===== src/logic/reconPkg.sv =====
package reconPkg;

    // Reciprocal multiply shift of the quantizer
    localparam int QUANT_SHIFT = 17;

    // Final step of one block
    localparam int LAST_STEP = 5;

    typedef logic signed [15:0] coeff_t;

    // Raster order, index 0 at top left
    typedef logic [15:0][7:0] pixelBlock_t;

    // Raster order, index 0 is DC
    typedef coeff_t [15:0] coeffBlock_t;

    typedef struct packed {
        logic [15:0] q;
        logic [15:0] iq;
        logic [31:0] bias;
    } quantSet_t;

    typedef struct packed {
        logic fwdRow;
        logic fwdCol;
        logic quant;
        logic invRow;
        logic invCol;
    } stageEn_t;

endpackage


===== src/logic/stepCounter.sv =====
`timescale 1ns/1ps

module stepCounter (
    input  logic       clk,
    input  logic       rst_n,
    input  logic       clear_i,
    input  logic       run_i,
    output logic [2:0] step_o
);

    logic atLast;

    assign atLast = (step_o == 3'(reconPkg::LAST_STEP));

    // Holds at the final step until cleared
    always_ff @(posedge clk or negedge rst_n) begin
        if (!rst_n) begin
            step_o <= '0;
        end else if (clear_i) begin
            step_o <= '0;
        end else if (run_i && !atLast) begin
            step_o <= step_o + 3'd1;
        end
    end

    stepInRange: assert property (@(posedge clk) disable iff (!rst_n)
        step_o <= 3'(reconPkg::LAST_STEP));

endmodule


===== config.mk =====
export PLATFORM = sky130hd
export DESIGN_NAME = stepCounter
export DESIGN_NICKNAME = d
export VERILOG_FILES = /design/src/logic/reconPkg.sv /design/src/logic/stepCounter.sv
export SDC_FILE = /design/constraint.sdc
export NUM_CORES = 1
export LEC_CHECK = 0
export BUFFER_PORTS_ARGS = -buffer_cell sky130_fd_sc_hd__buf_2
export CAP_MARGIN = 15
export CORE_AREA = 5 5 42 44
export CTS_CLUSTER_SIZE = 14
export DETAILED_ROUTE_END_ITERATION = 10
export DIE_AREA = 0 0 47 49
export PLACE_DENSITY = 0.44
export SYNTH_ARGS = -nofsm -noshare
export SYNTH_HDL_FRONTEND = slang
export SYNTH_SLANG_ARGS = --single-unit
export TNS_END_PERCENT = 50

===== constraint.sdc =====
create_clock -name clk -period 3 [get_ports clk]
set_clock_uncertainty 0.2 [all_clocks]
set_input_delay 0.45 -clock clk [delete_from_list [all_inputs] [get_ports clk]]
set_output_delay 0.45 -clock clk [all_outputs]
set_load 0.01 [all_outputs]

==> results of run 1 <==
==> synthesized netlist by cell type (all sizes together) <==
| cell | n |
|---|---|
| and4b | 1 |
| a21oi | 1 |
| dfrtp | 3 |
| mux2 | 2 |
| nor2b | 2 |
| ha | 2 |
| nor2 | 2 |
| inv | 1 |
| nor3 | 1 |
| a21boi | 1 |
==> worst max-delay path, cell delays in order (launching register included) <==
cell and delay, ns:
dfrtp_1 0.42, ha_1 0.26, a21boi_4 0.20, mux2_4 0.31
==> routing by layer <==
layer,GRT usage,vias up,wire length (um)
met3,0.0148,0,43
li1,-,76,-
met4,0.0691,0,0
met5,0,-,0
met2,0.0611,7,171
met1,0.0552,69,194
==> power groups by stage <==
stage,Clock (mW),Combinational (mW),Sequential [mW]
after detailed placement,0,0.0215,0.0472
after CTS,0.0752,0.0226,0.0467
final,0.0711,0.0224,0.0467
after global placement,0,0.0214,0.0469
after global routing,0.0804,0.0254,0.0473
after floorplan,0,0.0125,0.0478
==> layout make-up <==
| class | instances | area, um^2 | share of cell area |
|---|---|---|---|
| multi-input cells | 12 | 119 | 0.419 |
| inverters | 1 | 3.75 | 0.0132 |
| well taps | 16 | 20.0 | 0.0705 |
| clock buffers | 4 | 26.3 | 0.0925 |
| flip-flops and latches | 3 | 75.1 | 0.264 |
| repair buffers | 7 | 40.0 | 0.141 |
==> stage by stage <==
step / std cells / cell area [um^2]
after detailed placement: 38 / 248
after CTS: 43 / 284
after floorplan: 16 / 198
after global routing: 43 / 284
after global placement: 38 / 248
final: 43 / 284
==> repair_timing <==
| item | 4_1_cts | 5_1_grt |
|---|---|---|
| endpoints found under the setup margin | 0 | 0 |
| setup buffers | 0 | 0 |
| hold endpoints to repair | 3 | 0 |
| hold buffers | 1 | 0 |
==> path summary, 6_finish.rpt <==
path | startpoint | to | cells past startpoint
worst max-delay path | step_o[0] | step_o[0] | 3
worst min-delay path | clear_i | step_o[2] | 2
worst max register to register | step_o[0] | step_o[0] | 3
worst min register to register | step_o[2] | step_o[2] | 2
max in group asynchronous | rst_n | step_o[1] | 2
min in group asynchronous | rst_n | step_o[2] | 2
==> cells in the final DEF, fill, tap and decap left out <==
master         instances
and4b_1                1
clkbuf_1               1
a21oi_1                1
nor2b_1                2
dfrtp_1                3
clkbuf_4               3
dlygate4sd3_1          1
a21boi_4               1
nor3_2                 1
inv_1                  1
ha_1                   2
mux2_4                 2
nor2_1                 2
buf_2                  6
==> cells by family (layout without fill, tap and decap cells) <==
logic type / Yosys count / in the layout / synth area share
AND/OR/NAND/NOR: 6 / 6 / 0.203
flip-flops: 3 / 3 / 0.380
adder cells (fa/ha/maj): 2 / 2 / 0.127
AO/OA/AOI/OAI: 2 / 2 / 0.120
multiplexers: 2 / 2 / 0.152
buffers and inverters: 1 / 12 / 0.0190
==> flow_metrics.env, run 1 <==
export IMPL_antenna_found_initial=0
export IMPL_maxCapViolCount=0
export IMPL_clk_pin_slew_worst_paths_ns=0.04
export IMPL_via_per_inst=3.53
export IMPL_p_sw_mw=0.0344
export IMPL_syn_to_final_growth_pct=43.7
export IMPL_end_kind="flop"
export IMPL_portBuffers=6
export IMPL_synthesis_area_um2=198
export IMPL_synth_seq_area_share=0.380
export IMPL_ys_types=10
export IMPL_grt_pass1_vias=195
export IMPL_synth_largest_area_cell="dfrtp_1"
export IMPL_ir_drop_mv=0.166
export IMPL_p_int_mw=0.106
export IMPL_routed_wl_um=409
export IMPL_n_antenna_cell=0
export IMPL_core_area_um2=1400
export IMPL_pwr_share_seq=0.333
export IMPL_grt_pass1_wl_um=765
export IMPL_ctsResizeCount=0
export IMPL_finalCritPeriodShare=0.503
export IMPL_timing_fmax_ghz=0.662
export IMPL_power_density_nw_per_um2=493
export IMPL_tritoncts="built"
export IMPL_largest_register_ffs=3
export IMPL_status="completed"
export IMPL_die_area_um2=2300
export IMPL_fin_total_pwr_mw=0.140
export IMPL_nNetsFinal=34
export IMPL_worstSkewPairLatency_ns=0.23
export IMPL_ctsHtreeMaxLevel=1
export IMPL_cts_buffer_depth=2
export IMPL_place_gp_congestion=0.598
export IMPL_yosysWarnings=0
export IMPL_drc=0
export IMPL_finalCriticalPeriod_ns=1.51
export IMPL_cts_sinks=3
export IMPL_synth_area_leaders="dfrtp_1, mux2_4, ha_1"
export IMPL_reg2reg_slack_ns=1.49
export IMPL_hold_viol_final=0
export IMPL_path_class="reg -> reg"
export IMPL_root_buffer="clkbuf_4"
export IMPL_dr_pass1_iters=3
export IMPL_finalSetupTns_ns=0
export IMPL_syn_area_per_cell_um2=12.4
export IMPL_setup_viol=0
export IMPL_numCtsBuffers=3
export IMPL_drt_iter0_drc=2
export IMPL_io_pins=7
export IMPL_hold_slack_ns=0.244
export IMPL_max_slew_margin=0.887
export IMPL_rows=14
export IMPL_fin_util=0.203
export IMPL_final_antenna_net_count=0
export IMPL_preCtsSetupSlack_ns=1.49
export IMPL_critPathMaxFanout=5
export IMPL_comb_power_share=0.160
export IMPL_netlist_instances=16
export IMPL_slew_viol_final=0
export IMPL_critPathRequiredTime_ns=2.92
export IMPL_reg_largest_list="step_o (3)"
export IMPL_grt_ovfl_total=0
export IMPL_die_w_um=47
export IMPL_crit_arrival_ns=1.43
export IMPL_start_util=0.141
export IMPL_largest_register="step_o"
export IMPL_synthesis_nets=22
export IMPL_worst_slew_pin_transition_ns=0.170
export IMPL_grt_start_max_net_pins=6
export IMPL_hold_path_class="in -> reg"
export IMPL_die_h_um=49
export IMPL_drive_gt1_frac=0.481
export IMPL_ys_seq_elements=3
export IMPL_layout_setup_ws_ns=1.49
export IMPL_crit_path_start_kind="flop"
export IMPL_num_fill_cells=163
export IMPL_switching_share=0.246
export IMPL_grt_usage=0.0501
export IMPL_p_clk_frac=0.507
export IMPL_rsz0062_at_grt="no"
export IMPL_yosys_area_top_type_share=0.380
export IMPL_wire_per_inst_um=9.51
export IMPL_vias=152
export IMPL_p_leak_nw=0.149
(Power assumes the default switching activity.)
==> run 2, diff against run 1 <==
clock period = 1.6 ns   (was 3 ns; I/O delays follow)
==> run 2 against run 1 <==
Net effect:
- cell area stayed put
- utilization did not move
- clock-buffer cell count did not move
- sequential power is 86% higher
- largest power group unchanged
- via count grew 2.0%
- maximum frequency is 0.68% higher
- sequential share of layout area did not move
- flip-flop and latch count unchanged
==> flow_metrics.env, run 2 (synthesis gave the netlist of run 1 again) <==
export IMPL_status="completed"
export IMPL_finalSetupTns_ns=0
export IMPL_switching_share=0.231
export IMPL_setup_viol=0
export IMPL_hold_slack_ns=0.0450
export IMPL_ir_drop_mv=0.460
export IMPL_portBuffers=6
export IMPL_rows=14
export IMPL_cts_sinks=3
export IMPL_grt_pass1_vias=183
export IMPL_routed_wl_um=383
export IMPL_comb_power_share=0.164
export IMPL_vias=155
export IMPL_die_w_um=47
export IMPL_crit_arrival_ns=1.41
export IMPL_antenna_found_initial=0
export IMPL_critPathMaxFanout=5
export IMPL_crit_path_start_kind="flop"
export IMPL_core_area_um2=1400
export IMPL_grt_ovfl_total=0
export IMPL_drc=0
export IMPL_p_clk_frac=0.498
export IMPL_finalCritPeriodShare=0.937
export IMPL_die_h_um=49
export IMPL_hold_viol_final=0
export IMPL_drive_gt1_frac=0.481
export IMPL_tritoncts="built"
export IMPL_drt_iter0_drc=0
export IMPL_final_common_cell="buf_2"
export IMPL_start_util=0.141
export IMPL_max_slew_margin=0.892
export IMPL_reg_largest_list="step_o (3)"
export IMPL_die_area_um2=2300
export IMPL_hold_buffers=1
export IMPL_clk_pin_slew_worst_paths_ns=0.04
export IMPL_via_per_inst=3.60
export IMPL_ctsHtreeMaxLevel=1
export IMPL_dr_pass1_iters=1
export IMPL_syn_to_final_growth_pct=43.7
export IMPL_layout_setup_ws_ns=0.100
export IMPL_layout_common_cells="buf_2, clkbuf_4, dfrtp_1"
export IMPL_place_gp_congestion=0.610
export IMPL_end_kind="flop"
export IMPL_preCtsSetupSlack_ns=0.105
export IMPL_grt_start_max_net_pins=6
export IMPL_largest_register="step_o"
export IMPL_cts_buffer_depth=2
export IMPL_maxCapViolCount=0
export IMPL_largest_register_ffs=3
export IMPL_path_class="reg -> reg"
export IMPL_rsz0062_at_grt="no"
export IMPL_worst_slew_pin_transition_ns=0.162
export IMPL_slew_viol_final=0
export IMPL_post_cts_setup_buffer_count=0
export IMPL_n_antenna_cell=0
export IMPL_critPathRequiredTime_ns=1.51
export IMPL_p_leak_nw=0.149
export IMPL_ctsResizeCount=0
export IMPL_final_antenna_net_count=0
export IMPL_root_buffer="clkbuf_4"
export IMPL_finalCriticalPeriod_ns=1.50
export IMPL_io_pins=7
export IMPL_grt_usage=0.0444
export IMPL_hold_path_class="in -> reg"
export IMPL_nNetsFinal=34
export IMPL_num_fill_cells=159
export IMPL_p_int_mw=0.198
export IMPL_timing_fmax_ghz=0.667
export IMPL_p_sw_mw=0.0595
export IMPL_pwr_share_seq=0.338
export IMPL_grt_pass1_wl_um=724
export IMPL_numCtsBuffers=3
export IMPL_power_density_nw_per_um2=907
export IMPL_worstSkewPairLatency_ns=0.22
export IMPL_wire_per_inst_um=8.91
run 2: cell counts in the layout (fill, tap and decap cells not counted):
No cell type changed its count.
run 2: final cells by class:
| class | count | area (um^2) | share of cell area |
|---|---|---|---|
| multi-input cells | 12 | 119 | 0.419 |
| flip-flops and latches | 3 | 75.1 | 0.264 |
| repair buffers | 7 | 40.0 | 0.141 |
| clock buffers | 4 | 26.3 | 0.0925 |
| well taps | 16 | 20.0 | 0.0705 |
| inverters | 1 | 3.75 | 0.0132 |
run 2: worst paths after layout:
| kind | slack (ns) | depth (start not counted) | end | startpoint |
|---|---|---|---|---|
| worst max-delay path | 0.10 | 3 | step_o[1] | step_o[0] |
| worst min-delay path | 0.05 | 2 | step_o[2] | clear_i |
| worst max register to register | 0.10 | 3 | step_o[1] | step_o[0] |
| worst min register to register | 0.42 | 2 | step_o[2] | step_o[2] |
| max in group asynchronous | 0.95 | 2 | step_o[1] | rst_n |
| min in group asynchronous | 0.14 | 2 | step_o[2] | rst_n |
run 2: per-stage QoR:
step                utilization  cell area (um^2)  total power [mW]  cells
floorplan                     -               198             0.113     16
global placement          0.177               248             0.129     38
detailed placement        0.177               248             0.129     38
CTS                       0.203               284             0.267     43
global route              0.203               284             0.281     43
finish                    0.203               284             0.258     43
run 2: per-layer routing:
layer  global-route usage  wire length, um  up-vias
met2               0.0588              130        9
met5                    0                0        -
li1                     -                -       80
met4               0.0138                0        0
met3               0.0369               52        0
met1               0.0530              200       66
run 2: critical path: stages, from the launching register on:
cell and delay, ns:
dfrtp_1 0.41, ha_1 0.26, a21boi_4 0.20, mux2_4 0.31
run 2: power groups by stage:
stage | combinational (mW) | sequential (mW) | clock [mW]
floorplan | 0.0234 | 0.0897 | 0
global placement | 0.0412 | 0.0875 | 0
detailed placement | 0.0410 | 0.0880 | 0
CTS | 0.0433 | 0.0871 | 0.137
global route | 0.0476 | 0.0881 | 0.145
finish | 0.0424 | 0.0869 | 0.128
