**src/logic/reconPkg.sv**
```systemverilog
package reconPkg;

    // Reciprocal multiply shift of the quantizer
    localparam int QUANT_SHIFT = 17;

    // Final step of one block
    localparam int LAST_STEP = 5;

    typedef logic signed [15:0] coeff_t;

    // Raster order, index 0 at top left
    typedef logic [15:0][7:0] pixelBlock_t;

    // Raster order, index 0 is DC
    typedef coeff_t [15:0] coeffBlock_t;

    typedef struct packed {
        logic [15:0] q;
        logic [15:0] iq;
        logic [31:0] bias;
    } quantSet_t;

    typedef struct packed {
        logic fwdRow;
        logic fwdCol;
        logic quant;
        logic invRow;
        logic invCol;
    } stageEn_t;

endpackage

```
**src/logic/reconCtrl.sv**
```systemverilog
`timescale 1ns/1ps

module reconCtrl (
    input  logic               clk,
    input  logic               rst_n,
    input  logic               start_i,
    input  logic [2:0]         step_i,
    output logic               stepClear_o,
    output logic               stepRun_o,
    output reconPkg::stageEn_t stageEn_o,
    output logic               done_o
);

    localparam logic IDLE = 1'b0;
    localparam logic RUN  = 1'b1;

    logic state;
    logic lastStep;
    logic accept;

    assign lastStep = (step_i == 3'(reconPkg::LAST_STEP));

    // Last step hands over to a waiting start, so a new block may begin at edge 6
    assign accept = start_i && ((state == IDLE) || lastStep);

    assign stepClear_o = accept;
    assign stepRun_o   = (state == RUN);
    assign done_o      = (state == RUN) && lastStep;

    always_ff @(posedge clk or negedge rst_n) begin
        if (!rst_n) begin
            state <= IDLE;
        end else if (accept) begin
            state <= RUN;
        end else if (done_o) begin
            state <= IDLE;
        end
    end

    // One stage per step
    always_comb begin
        stageEn_o = '0;
        if (state == RUN) begin
            case (step_i)
                3'd0: stageEn_o.fwdRow = 1'b1;
                3'd1: stageEn_o.fwdCol = 1'b1;
                3'd2: stageEn_o.quant  = 1'b1;
                3'd3: stageEn_o.invRow = 1'b1;
                3'd4: stageEn_o.invCol = 1'b1;
                default: ;
            endcase
        end
    end

    stageOneHot: assert property (@(posedge clk) disable iff (!rst_n)
        $onehot0(stageEn_o));

    donePulse: assert property (@(posedge clk) disable iff (!rst_n)
        done_o |=> !done_o);

endmodule

```
**config.mk**
```make
export PLATFORM = sky130hd
export DESIGN_NAME = reconCtrl
export DESIGN_NICKNAME = d
export VERILOG_FILES = /design/src/logic/reconPkg.sv /design/src/logic/reconCtrl.sv
export SDC_FILE = /design/constraint.sdc
export NUM_CORES = 1
export LEC_CHECK = 0
export ABC_AREA = 1
export BUFFER_PORTS_ARGS = -buffer_cell sky130_fd_sc_hd__buf_2
export CAP_MARGIN = 20
export CORE_AREA = 5 5 42 44
export DETAILED_ROUTE_END_ITERATION = 10
export DIE_AREA = 0 0 47 49
export PLACE_DENSITY_LB_ADDON = 0.3
export SLEW_MARGIN = 20
export SYNTH_ARGS = -nofsm -noshare
export SYNTH_HDL_FRONTEND = slang
export SYNTH_SLANG_ARGS = --single-unit
```
**constraint.sdc**
```tcl
create_clock -name clk -period 0.8 [get_ports clk]
set_input_delay 0.04 -clock clk [delete_from_list [all_inputs] [get_ports clk]]
set_output_delay 0.04 -clock clk [all_outputs]
set_load 0.1 [all_outputs]
```
==> results of run 1 <==
==> where the power goes <==
part	internal (uW)	total [uW]	leakage (uW)	switching [uW]
Clock	0	0	0	0
Sequential	56.0	64.3	0.00000941	8.25
Combinational	124	329	0.000190	205
Total	180	393	0.000200	213
==> cell type report <==
type / instances / area [um2]
fillers: 147 / 945
multi-input cells: 13 / 141
repair buffers: 21 / 248
well taps: 16 / 20.0
flip-flops and latches: 1 / 28.8
inverters: 5 / 18.8
==> synth_stat cells <==
master,count
nor2_1,6
a21oi_2,1
nand3_1,3
dfrtp_1,1
inv_1,5
nand3_2,1
nand2_1,2
==> per-stage QoR <==
| step | hold WS (ns) | total power (uW) | setup TNS [ns] |
|---|---|---|---|
| 6_report | 0.278 | 393 | -0.788 |
| 3_5_place_dp | -0.182 | 393 | -0.863 |
| 5_1_grt | 0.316 | 408 | -0.963 |
| 3_3_place_gp | -0.183 | 392 | -0.838 |
| 2_1_floorplan | -0.256 | 256 | -3.73 |
| 4_1_cts | 0.287 | 397 | -0.836 |
==> worst max-delay path by stage <==
| stage | from | endpoint | slack, ns | cells past startpoint |
|---|---|---|---|---|
| after floorplan | stepRun_o$_DFFE_PN0P_ | stageEn_o[0] | -0.55 | 2 |
| after global placement | stepRun_o$_DFFE_PN0P_ | stageEn_o[0] | -0.13 | 3 |
| after detailed placement | stepRun_o$_DFFE_PN0P_ | stageEn_o[0] | -0.14 | 3 |
| after CTS | stepRun_o$_DFFE_PN0P_ | stageEn_o[2] | -0.13 | 3 |
| after global routing | stepRun_o$_DFFE_PN0P_ | stageEn_o[2] | -0.15 | 3 |
| final | stepRun_o$_DFFE_PN0P_ | stageEn_o[2] | -0.12 | 3 |
==> routing by layer <==
metal  global-route usage (%)  routed length [um]  up-vias  share of wire [%]
met4                        0                   0        0                  0
met2                     7.47                 181       14                 37
met5                        0                   0        -                  0
met3                     2.21                  86        0                 17
met1                     6.54                 225       75                 46
li1                         -                   -       99                  -
==> kinds of logic after synthesis <==
family                 share of synthesized area [%]
AND/OR/NAND/NOR                                 51.2
AO/OA/AOI/OAI                                   8.14
flip-flops                                      23.3
buffers and inverters                           17.4
==> worst reg2reg max path: cells and delay by family (launching register included) <==
kind,cells,cell delay [ns]
flops,1,0.51
simple gates,2,0.13
==> timing repair <==
item / in CTS / in global routing
hold buffers: 1 / 0
setup endpoints to repair: 8 / 8
pin swaps: 2 / 0
endpoints found under the hold margin: 1 / 0
==> key figures, run 1 <==
Floorplan
  – Die Wd: 47 um
  – Ports: 14
  – Core area: 1400 um2
  – Starting Density: 7.68%
  – Die H: 49 um
  – Cell Rows: 14
  – DIE AREA: 2300 um2

Timing
  – Slew HR: 90.4%
  – Setup Skew: 0 ns
  – Fin worst setup slack: -0.122 ns
  – RSZ-0062 raised after global routing: yes
  – Post-layout min period: 0.922 ns
  – Max-slew violation total from the final report: 0
  – Max Freq: 1.08 GHz
  – # setup viols final: 8
  – Fin crit share: 115%
  – Slew @ Worst Pin: 0.144 ns
  – Hold Fails Final Rpt: 0

Yosys
  – Area share of the largest cell type after synthesis: 23.3%
  – Synth area leader: dfrtp_1
  – Syn avg cell area: 5.66 um2
  – Net Count, Synth: 25
  – Synth Register Bits: 1
  – Syn Inst Count: 19
  – Cell Area, Synth: 108 um2
  – YS warnings: 0
  – Part of the Yosys area used for sequential elements: 23.3%
  – Post-synth cell types: 7
  – Synth area leaders: dfrtp_1, nor2_1, inv_1, nand3_1, nand3_2

Critical path
  – Crit path cell chain: nand3_4 -> nor2_4 -> buf_12
  – R2R Setup Slk: 0.04 ns
  – Startpoint types: register
  – RR Endpoint: stepRun_o$_DFFE_PN0P_
  – Critical path buffers and inverters: 1
  – CP Capture Type: primary output
  – Top delay family on crit path: flip-flops
  – Reg2reg path depth: 2
  – RR Startpoint: stepRun_o$_DFFE_PN0P_
  – Critical path's largest stage delay: 0.46 ns
  – CP required: 0.76 ns
  – CP Class: register to primary output
  – CP max-delay cell: dfrtp_4
  – Data arrival, critical path: 0.88 ns
  – CP Max Fanout: 6

Power and ir drop
  – Pleak: 0.000200 uW
  – Pwr per Cell Area: 861 nW/um2
  – Peak VDD IR: 0.386 mV

Global route
  – Total track usage: 4.85%
  – First-pass GRT wire length: 869 um
  – Initial antenna violation count: 0
  – Remaining Overflow, GRT: 0
  – Vias in the first global route: 221
  – Largest net degree at the start of global routing: 7

Finish
  – Finished Layout Cells: 56
  – Layout cells sized above 1: 80.0%
  – Layout Nets: 48
  – Final Util: 32.6%
  – Area Growth Syn to Fin: 324%
  – Diode count: 0
  – Largest register FFs: 1
  – Design area: 457 um2
  – Commonest non-fill, non-tap cells in the layout: buf_12, buf_4, nor2_4
  – Commonest non-fill, non-tap cell in the layout: buf_12

Run status
  – Status: finished, violations left
  – Failing checks: negative setup slack

Drt
  – Routed WL: 493 um
  – Via density: 3.36
  – DRC violation count after routing: 0
  – Avg WL per Cell: 8.80 um
  – Pre-antenna DRT Iters: 1
  – Detailed Route Iter0 Violations: 0
  – Total number of vias: 188
  – Post-route ant nets: 0

CTS
  – CTS resizes: 0
  – Clock slew at reported path FFs: 0 ns
  – Clk Latency, worst-skew pair: 0 ns
  – Post-CTS setup buffer count: 0

Placed design
  – IO buf count: 13
  – Place WS: -0.143 ns
  – GP Congestion: 0.663
  – Post-DP Area: 447 um2
  – DP HPWL: 474 um
  – Placed instance count: 55

Run
  – Maxcap violations: 0

Min path
  – Hold worst-path end: stepRun_o$_DFFE_PN0P_
  – Hold Crit Start: start_i
  – Hold Path Depth: 3
  – Hold crit path type: input port to register
(Power assumes the default switching activity.)
==> run 2: changes to the inputs <==
--- a/config.mk
+++ b/config.mk
@@ -12,6 +12,7 @@
 export DETAILED_ROUTE_END_ITERATION = 10
 export DIE_AREA = 0 0 47 49
 export PLACE_DENSITY_LB_ADDON = 0.3
+export SKIP_CTS_REPAIR_TIMING = 1
 export SLEW_MARGIN = 20
 export SYNTH_ARGS = -nofsm -noshare
 export SYNTH_HDL_FRONTEND = slang
==> run 2 against run 1 <==
Compared with the run above:
- maximum frequency is the same
- power is the same
- sequential share of layout area is the same
- highest routed layer unchanged
- largest power group unchanged
- first-iteration DRC count is the same
- worst hold slack is the same
- the flow still finishes with violations (negative setup slack)
- largest cell class unchanged
- wire length is the same
- die area is the same
- register-to-register slack is essentially flat
- worst setup slack is the same
- global-route usage shrank 0.070 points
==> key figures, run 2 (same netlist as run 1, synthesis figures left out) <==
Drt
  – Routed WL: 493 um (unchanged)
  – Avg WL per Cell: 8.80 um (unchanged)
  – Detailed Route Iter0 Violations: 0 (unchanged)
  – Via density: 3.36 (unchanged)
  – DRC violation count after routing: 0 (unchanged)
  – Pre-antenna DRT Iters: 1 (unchanged)
  – Post-route ant nets: 0 (unchanged)
  – Total number of vias: 188 (unchanged)

Placed design
  – Placed instance count: 55 (unchanged)
  – GP Congestion: 0.663 (unchanged)
  – IO buf count: 13 (unchanged)
  – DP HPWL: 474 um (unchanged)
  – Post-DP Area: 447 um2 (unchanged)

Timing
  – Slew @ Worst Pin: 0.144 ns (unchanged)
  – # setup viols final: 8 (unchanged)
  – Post-layout min period: 0.922 ns (unchanged)
  – Setup Skew: 0 ns (unchanged)
  – Hold_ws: 0.278 ns (unchanged)
  – Slew HR: 90.4% (unchanged)
  – Setup TNS: -0.788 ns (unchanged)
  – Hold Fails Final Rpt: 0 (unchanged)
  – Max Freq: 1.08 GHz (unchanged)
  – Fin worst setup slack: -0.122 ns (unchanged)
  – RSZ-0062 raised after global routing: yes (unchanged)
  – Fin crit share: 115% (unchanged)
  – Max-slew violation total from the final report: 0 (unchanged)

Global route
  – Remaining Overflow, GRT: 0 (unchanged)
  – Largest net degree at the start of global routing: 7 (unchanged)
  – First-pass GRT wire length: 855 um (was 869 um)
  – Vias in the first global route: 215 (was 221)
  – Total track usage: 4.78% (was 4.85%)
  – Initial antenna violation count: 0 (unchanged)

Finish
  – Layout Nets: 48 (unchanged)
  – Area Growth Syn to Fin: 324% (unchanged)
  – Finished Layout Cells: 56 (unchanged)
  – Commonest non-fill, non-tap cells in the layout: buf_12, buf_4, nor2_4 (unchanged)
  – Layout cells sized above 1: 80.0% (unchanged)
  – Largest register FFs: 1 (unchanged)
  – Design area: 457 um2 (unchanged)
  – Diode count: 0 (unchanged)
  – Commonest non-fill, non-tap cell in the layout: buf_12 (unchanged)
  – Fill count: 147 (unchanged)

Floorplan
  – Ports: 14 (unchanged)
  – Starting Density: 7.68% (unchanged)
  – Core area: 1400 um2 (unchanged)
  – Die H: 49 um (unchanged)
  – DIE AREA: 2300 um2 (unchanged)
  – Cell Rows: 14 (unchanged)
  – Die Wd: 47 um (unchanged)

CTS
  – Clock slew at reported path FFs: 0 ns (about the same)
  – Clk Latency, worst-skew pair: 0 ns (about the same)

Run status
  – Status: finished, violations left (unchanged)
  – Failing checks: negative setup slack (unchanged)

Power and ir drop
  – Peak VDD IR: 0.386 mV (unchanged)
  – Pleak: 0.000200 uW (unchanged)
  – Pwr per Cell Area: 861 nW/um2 (unchanged)

Critical path
  – Critical path's largest stage delay: 0.46 ns (about the same)
  – Crit path cell chain: nand3_4 -> nor2_4 -> buf_12 (unchanged)
  – Startpoint types: register (unchanged)
  – CP Capture Type: primary output (unchanged)
  – Critical path buffers and inverters: 1 (unchanged)
  – CP Class: register to primary output (unchanged)
  – Top delay family on crit path: flip-flops (unchanged)
  – CP max-delay cell: dfrtp_4 (unchanged)
  – Data arrival, critical path: 0.88 ns (about the same)
  – CP required: 0.76 ns (about the same)
  – CP Max Fanout: 6 (unchanged)

Min path
  – Hold crit path type: input port to register (unchanged)

Run
  – Maxcap violations: 0 (unchanged)
run 2: cell counts in the layout (fill, tap and decap cells not counted):
No cell type changed its count.
run 2: layout make-up:
class	count	area [um2]	share of cell area (%)
timing repair buffer	21	248	54.2
multi-input combinational	13	141	31.0
sequential	1	28.8	6.30
tap	16	20.0	4.38
inverter	5	18.8	4.11
run 2: per-stage QoR:
stage | worst slack, ns | power (uW) | utilization [%]
final | -0.122 | 393 | 32.6
after global routing | -0.151 | 408 | 32.6
after detailed placement | -0.143 | 393 | 31.9
after floorplan | -0.545 | 256 | -
after global placement | -0.131 | 392 | 31.9
after CTS | -0.143 | 394 | 31.9
run 2: power by group:
group | total [uW] | internal [uW] | switching [uW]
clock | 0 | 0 | 0
combinational | 329 | 124 | 205
sequential | 64.3 | 56.0 | 8.25
run 2: path summary, 6_finish.rpt:
check                      slack, ns             startpoint  cells past startpoint                     to
min in group asynchronous       0.36                  rst_n                      2  stepRun_o$_DFFE_PN0P_
hold / removal                  0.28                start_i                      3  stepRun_o$_DFFE_PN0P_
setup / recovery               -0.12  stepRun_o$_DFFE_PN0P_                      3           stageEn_o[2]
hold reg to reg                 0.62  stepRun_o$_DFFE_PN0P_                      2  stepRun_o$_DFFE_PN0P_
max in group asynchronous       0.35                  rst_n                      2  stepRun_o$_DFFE_PN0P_
setup reg to reg                0.04  stepRun_o$_DFFE_PN0P_                      2  stepRun_o$_DFFE_PN0P_
run 2: tightest hold or removal path: cells and delay by family:
kind	cells	cell delay, ns
buffers and inverters	2	0.13
and+or+nand+nor	1	0.07
run 2: metal layers:
layer | global-route usage, % | vias up | wire length, um
met5 | 0 | - | 0
met4 | 0 | 0 | 0
met3 | 2.21 | 0 | 86
met2 | 7.01 | 14 | 181
met1 | 6.75 | 75 | 225
li1 | - | 99 | -
==> run 3: changes to the inputs <==
--- a/config.mk
+++ b/config.mk
@@ -5,7 +5,6 @@
 export SDC_FILE = /design/constraint.sdc
 export NUM_CORES = 1
 export LEC_CHECK = 0
-export ABC_AREA = 1
 export BUFFER_PORTS_ARGS = -buffer_cell sky130_fd_sc_hd__buf_2
 export CAP_MARGIN = 20
 export CORE_AREA = 5 5 42 44
==> run 3 against run 2 <==
Compared with the run above:
- the flow still finishes with violations (negative setup slack)
- register-to-register slack got worse by 0.18 ns
- sequential share of layout area rose by 0.56 points
- flip-flop and latch count did not move
- worst setup slack got worse by 0.061 ns
- wire length fell by 14%
- power fell by 3.3%
==> key figures, run 3 <==
Run status
  – Status: finished, violations left (unchanged)
  – Failing checks: negative setup slack (unchanged)

Power and ir drop
  – Overall power: 380 uW (was 393 uW)
  – Pint: 179 uW (was 180 uW)
  – Flop pwr share: 16.2% (was 16.4%)
  – Pwr per Cell Area: 906 nW/um2 (was 861 nW/um2)
  – Clk network pwr share: 0% (about the same)
  – Switching share of total power: 52.9% (was 54.2%)
  – Psw: 201 uW (was 213 uW)
  – Logic pwr share: 83.8% (was 83.6%)
  – Peak VDD IR: 0.378 mV (was 0.386 mV)
  – Pleak: 0.000173 uW (was 0.000200 uW)

CTS
  – Clock slew at reported path FFs: 0 ns (about the same)
  – Clk Latency, worst-skew pair: 0 ns (about the same)

Yosys
  – Synth area leaders: dfrtp_1, nand2b_1, and4b_1, nor3_1, a21boi_1 (was dfrtp_1, nor2_1, inv_1, nand3_1, nand3_2)
  – EDFF count, synth: 0 (unchanged)
  – Post-synth cell types: 10 (was 7)
  – YS warnings: 0 (unchanged)
  – Synth Register Bits: 1 (unchanged)
  – Area share of the largest cell type after synthesis: 25.3% (was 23.3%)
  – Syn Inst Count: 13 (was 19)
  – Post-synth ARST share: 100% (unchanged)
  – Syn avg cell area: 7.60 um2 (was 5.66 um2)
  – Net Count, Synth: 19 (was 25)
  – Part of the Yosys area used for sequential elements: 25.3% (was 23.3%)
  – Synth top cells by count: nand2b_1, nor2_1, nor3_1 (was nor2_1, inv_1, nand3_1)
  – Synth area leader: dfrtp_1 (unchanged)
  – Cell Area, Synth: 98.8 um2 (was 108 um2)
  – Synth Flop Type: dfrtp_1 (unchanged)

Critical path
  – CP Max Fanout: 5 (was 6)
  – Data arrival, critical path: 0.94 ns (was 0.88 ns)
  – CP Capture Type: primary output (unchanged)
  – CP required: 0.76 ns (about the same)
  – CP Class: register to primary output (unchanged)
  – Startpoint types: register (unchanged)

Drt
  – Avg WL per Cell: 8.81 um (was 8.80 um)
  – DRC violation count after routing: 0 (unchanged)
  – Pre-antenna DRT Iters: 4 (was 1)
  – Total number of vias: 169 (was 188)
  – Via density: 3.52 (was 3.36)
  – Post-route ant nets: 0 (unchanged)
  – Detailed Route Iter0 Violations: 2 (was 0)
  – Routed WL: 423 um (was 493 um)

Timing
  – Post-layout min period: 0.983 ns (was 0.922 ns)
  – Max Freq: 1.02 GHz (was 1.08 GHz)
  – Setup Skew: 0 ns (unchanged)
  – RSZ-0062 raised after global routing: yes (unchanged)
  – Slew HR: 85.6% (was 90.4%)
  – Fin crit share: 123% (was 115%)
  – Max-slew violation total from the final report: 0 (unchanged)
  – Hold Fails Final Rpt: 0 (unchanged)
  – Fin worst setup slack: -0.183 ns (was -0.122 ns)
  – # setup viols final: 9 (was 8)
  – Setup TNS: -1.13 ns (was -0.788 ns)
  – Slew @ Worst Pin: 0.216 ns (was 0.144 ns)

Global route
  – Initial antenna violation count: 0 (unchanged)
  – Total track usage: 4.15% (was 4.78%)
  – Vias in the first global route: 181 (was 215)
  – Largest net degree at the start of global routing: 6 (was 7)
  – First-pass GRT wire length: 752 um (was 855 um)
  – Remaining Overflow, GRT: 0 (unchanged)

Floorplan
  – Ports: 14 (unchanged)
  – Starting Density: 7.05% (was 7.68%)
  – Die Wd: 47 um (unchanged)
  – Core area: 1400 um2 (unchanged)
  – Die H: 49 um (unchanged)
  – Cell Rows: 14 (unchanged)
  – DIE AREA: 2300 um2 (unchanged)

Finish
  – Largest register FFs: 1 (unchanged)
  – Commonest non-fill, non-tap cell in the layout: buf_12 (unchanged)
  – Fill count: 155 (was 147)
  – Layout cells sized above 1: 87.5% (was 80.0%)
  – Layout Nets: 40 (was 48)
  – Diode count: 0 (unchanged)
  – Commonest non-fill, non-tap cells in the layout: buf_12, buf_2, buf_4 (was buf_12, buf_4, nor2_4)
  – Area Growth Syn to Fin: 324% (about the same)

Min path
  – Hold crit path type: input port to register (unchanged)

Placed design
  – GP Congestion: 0.649 (was 0.663)
  – IO buf count: 13 (unchanged)

Run
  – Maxcap violations: 0 (unchanged)
run 3: critical path, stage by stage (launching register included):
cell and delay [ns]:
dfrtp_4 0.44, nand2b_4 0.09, buf_4 0.15, nor2_4 0.09
buf_12 0.18
run 3: power by group through the flow:
| stage | logic [uW] | clock network (uW) | registers [uW] |
|---|---|---|---|
| finish | 318 | 0 | 61.7 |
| global route | 331 | 0 | 62.7 |
| CTS | 307 | 0 | 61.4 |
| detailed placement | 307 | 0 | 61.4 |
| global placement | 307 | 0 | 61.1 |
| floorplan | 159 | 0 | 80.4 |
run 3: logic make-up after synthesis:
family           count (synthesis)  share of synthesized area (%)
flip-flops                       1                           25.3
AND/OR/NAND/NOR                 10                           59.5
AO/OA/AOI/OAI                    2                           15.2
run 3: final timing paths:
check                                 startpoint                    end  slack [ns]  cells past startpoint
min                                      start_i  stepRun_o$_DFFE_PN0P_        0.23                      2
max in group asynchronous                  rst_n  stepRun_o$_DFFE_PN0P_        0.35                      2
min reg2reg                stepRun_o$_DFFE_PN0P_  stepRun_o$_DFFE_PN0P_        0.72                      2
max reg2reg                stepRun_o$_DFFE_PN0P_  stepRun_o$_DFFE_PN0P_       -0.14                      2
max                        stepRun_o$_DFFE_PN0P_           stageEn_o[3]       -0.18                      4
min in group asynchronous                  rst_n  stepRun_o$_DFFE_PN0P_        0.35                      2
run 3: through the flow:
stage               cells  instance area (um2)  utilization, %  setup WS [ns]  hold WS (ns)
finish                 48                  419            29.9         -0.183         0.232
global route           48                  419            29.9         -0.214         0.261
CTS                    46                  394            28.1         -0.205        -0.183
detailed placement     46                  394            28.1         -0.205        -0.183
global placement       46                  394            28.1         -0.194        -0.184
floorplan              13                  159               -         -0.853        -0.256
run 3: cell type report:
class | instances | area [um2] | area share (%)
multi-input cells | 12 | 138 | 32.8
flip-flops and latches | 1 | 28.8 | 6.87
well taps | 16 | 20.0 | 4.78
repair buffers | 19 | 233 | 55.5
run 3: routing by layer:
| layer | up-vias | global-route usage (%) | wire [um] |
|---|---|---|---|
| met2 | 14 | 6.11 | 167 |
| met3 | 0 | 1.48 | 74 |
| li1 | 85 | - | - |
| met5 | - | 0 | 0 |
| met4 | 0 | 0 | 0 |
| met1 | 70 | 6.13 | 182 |
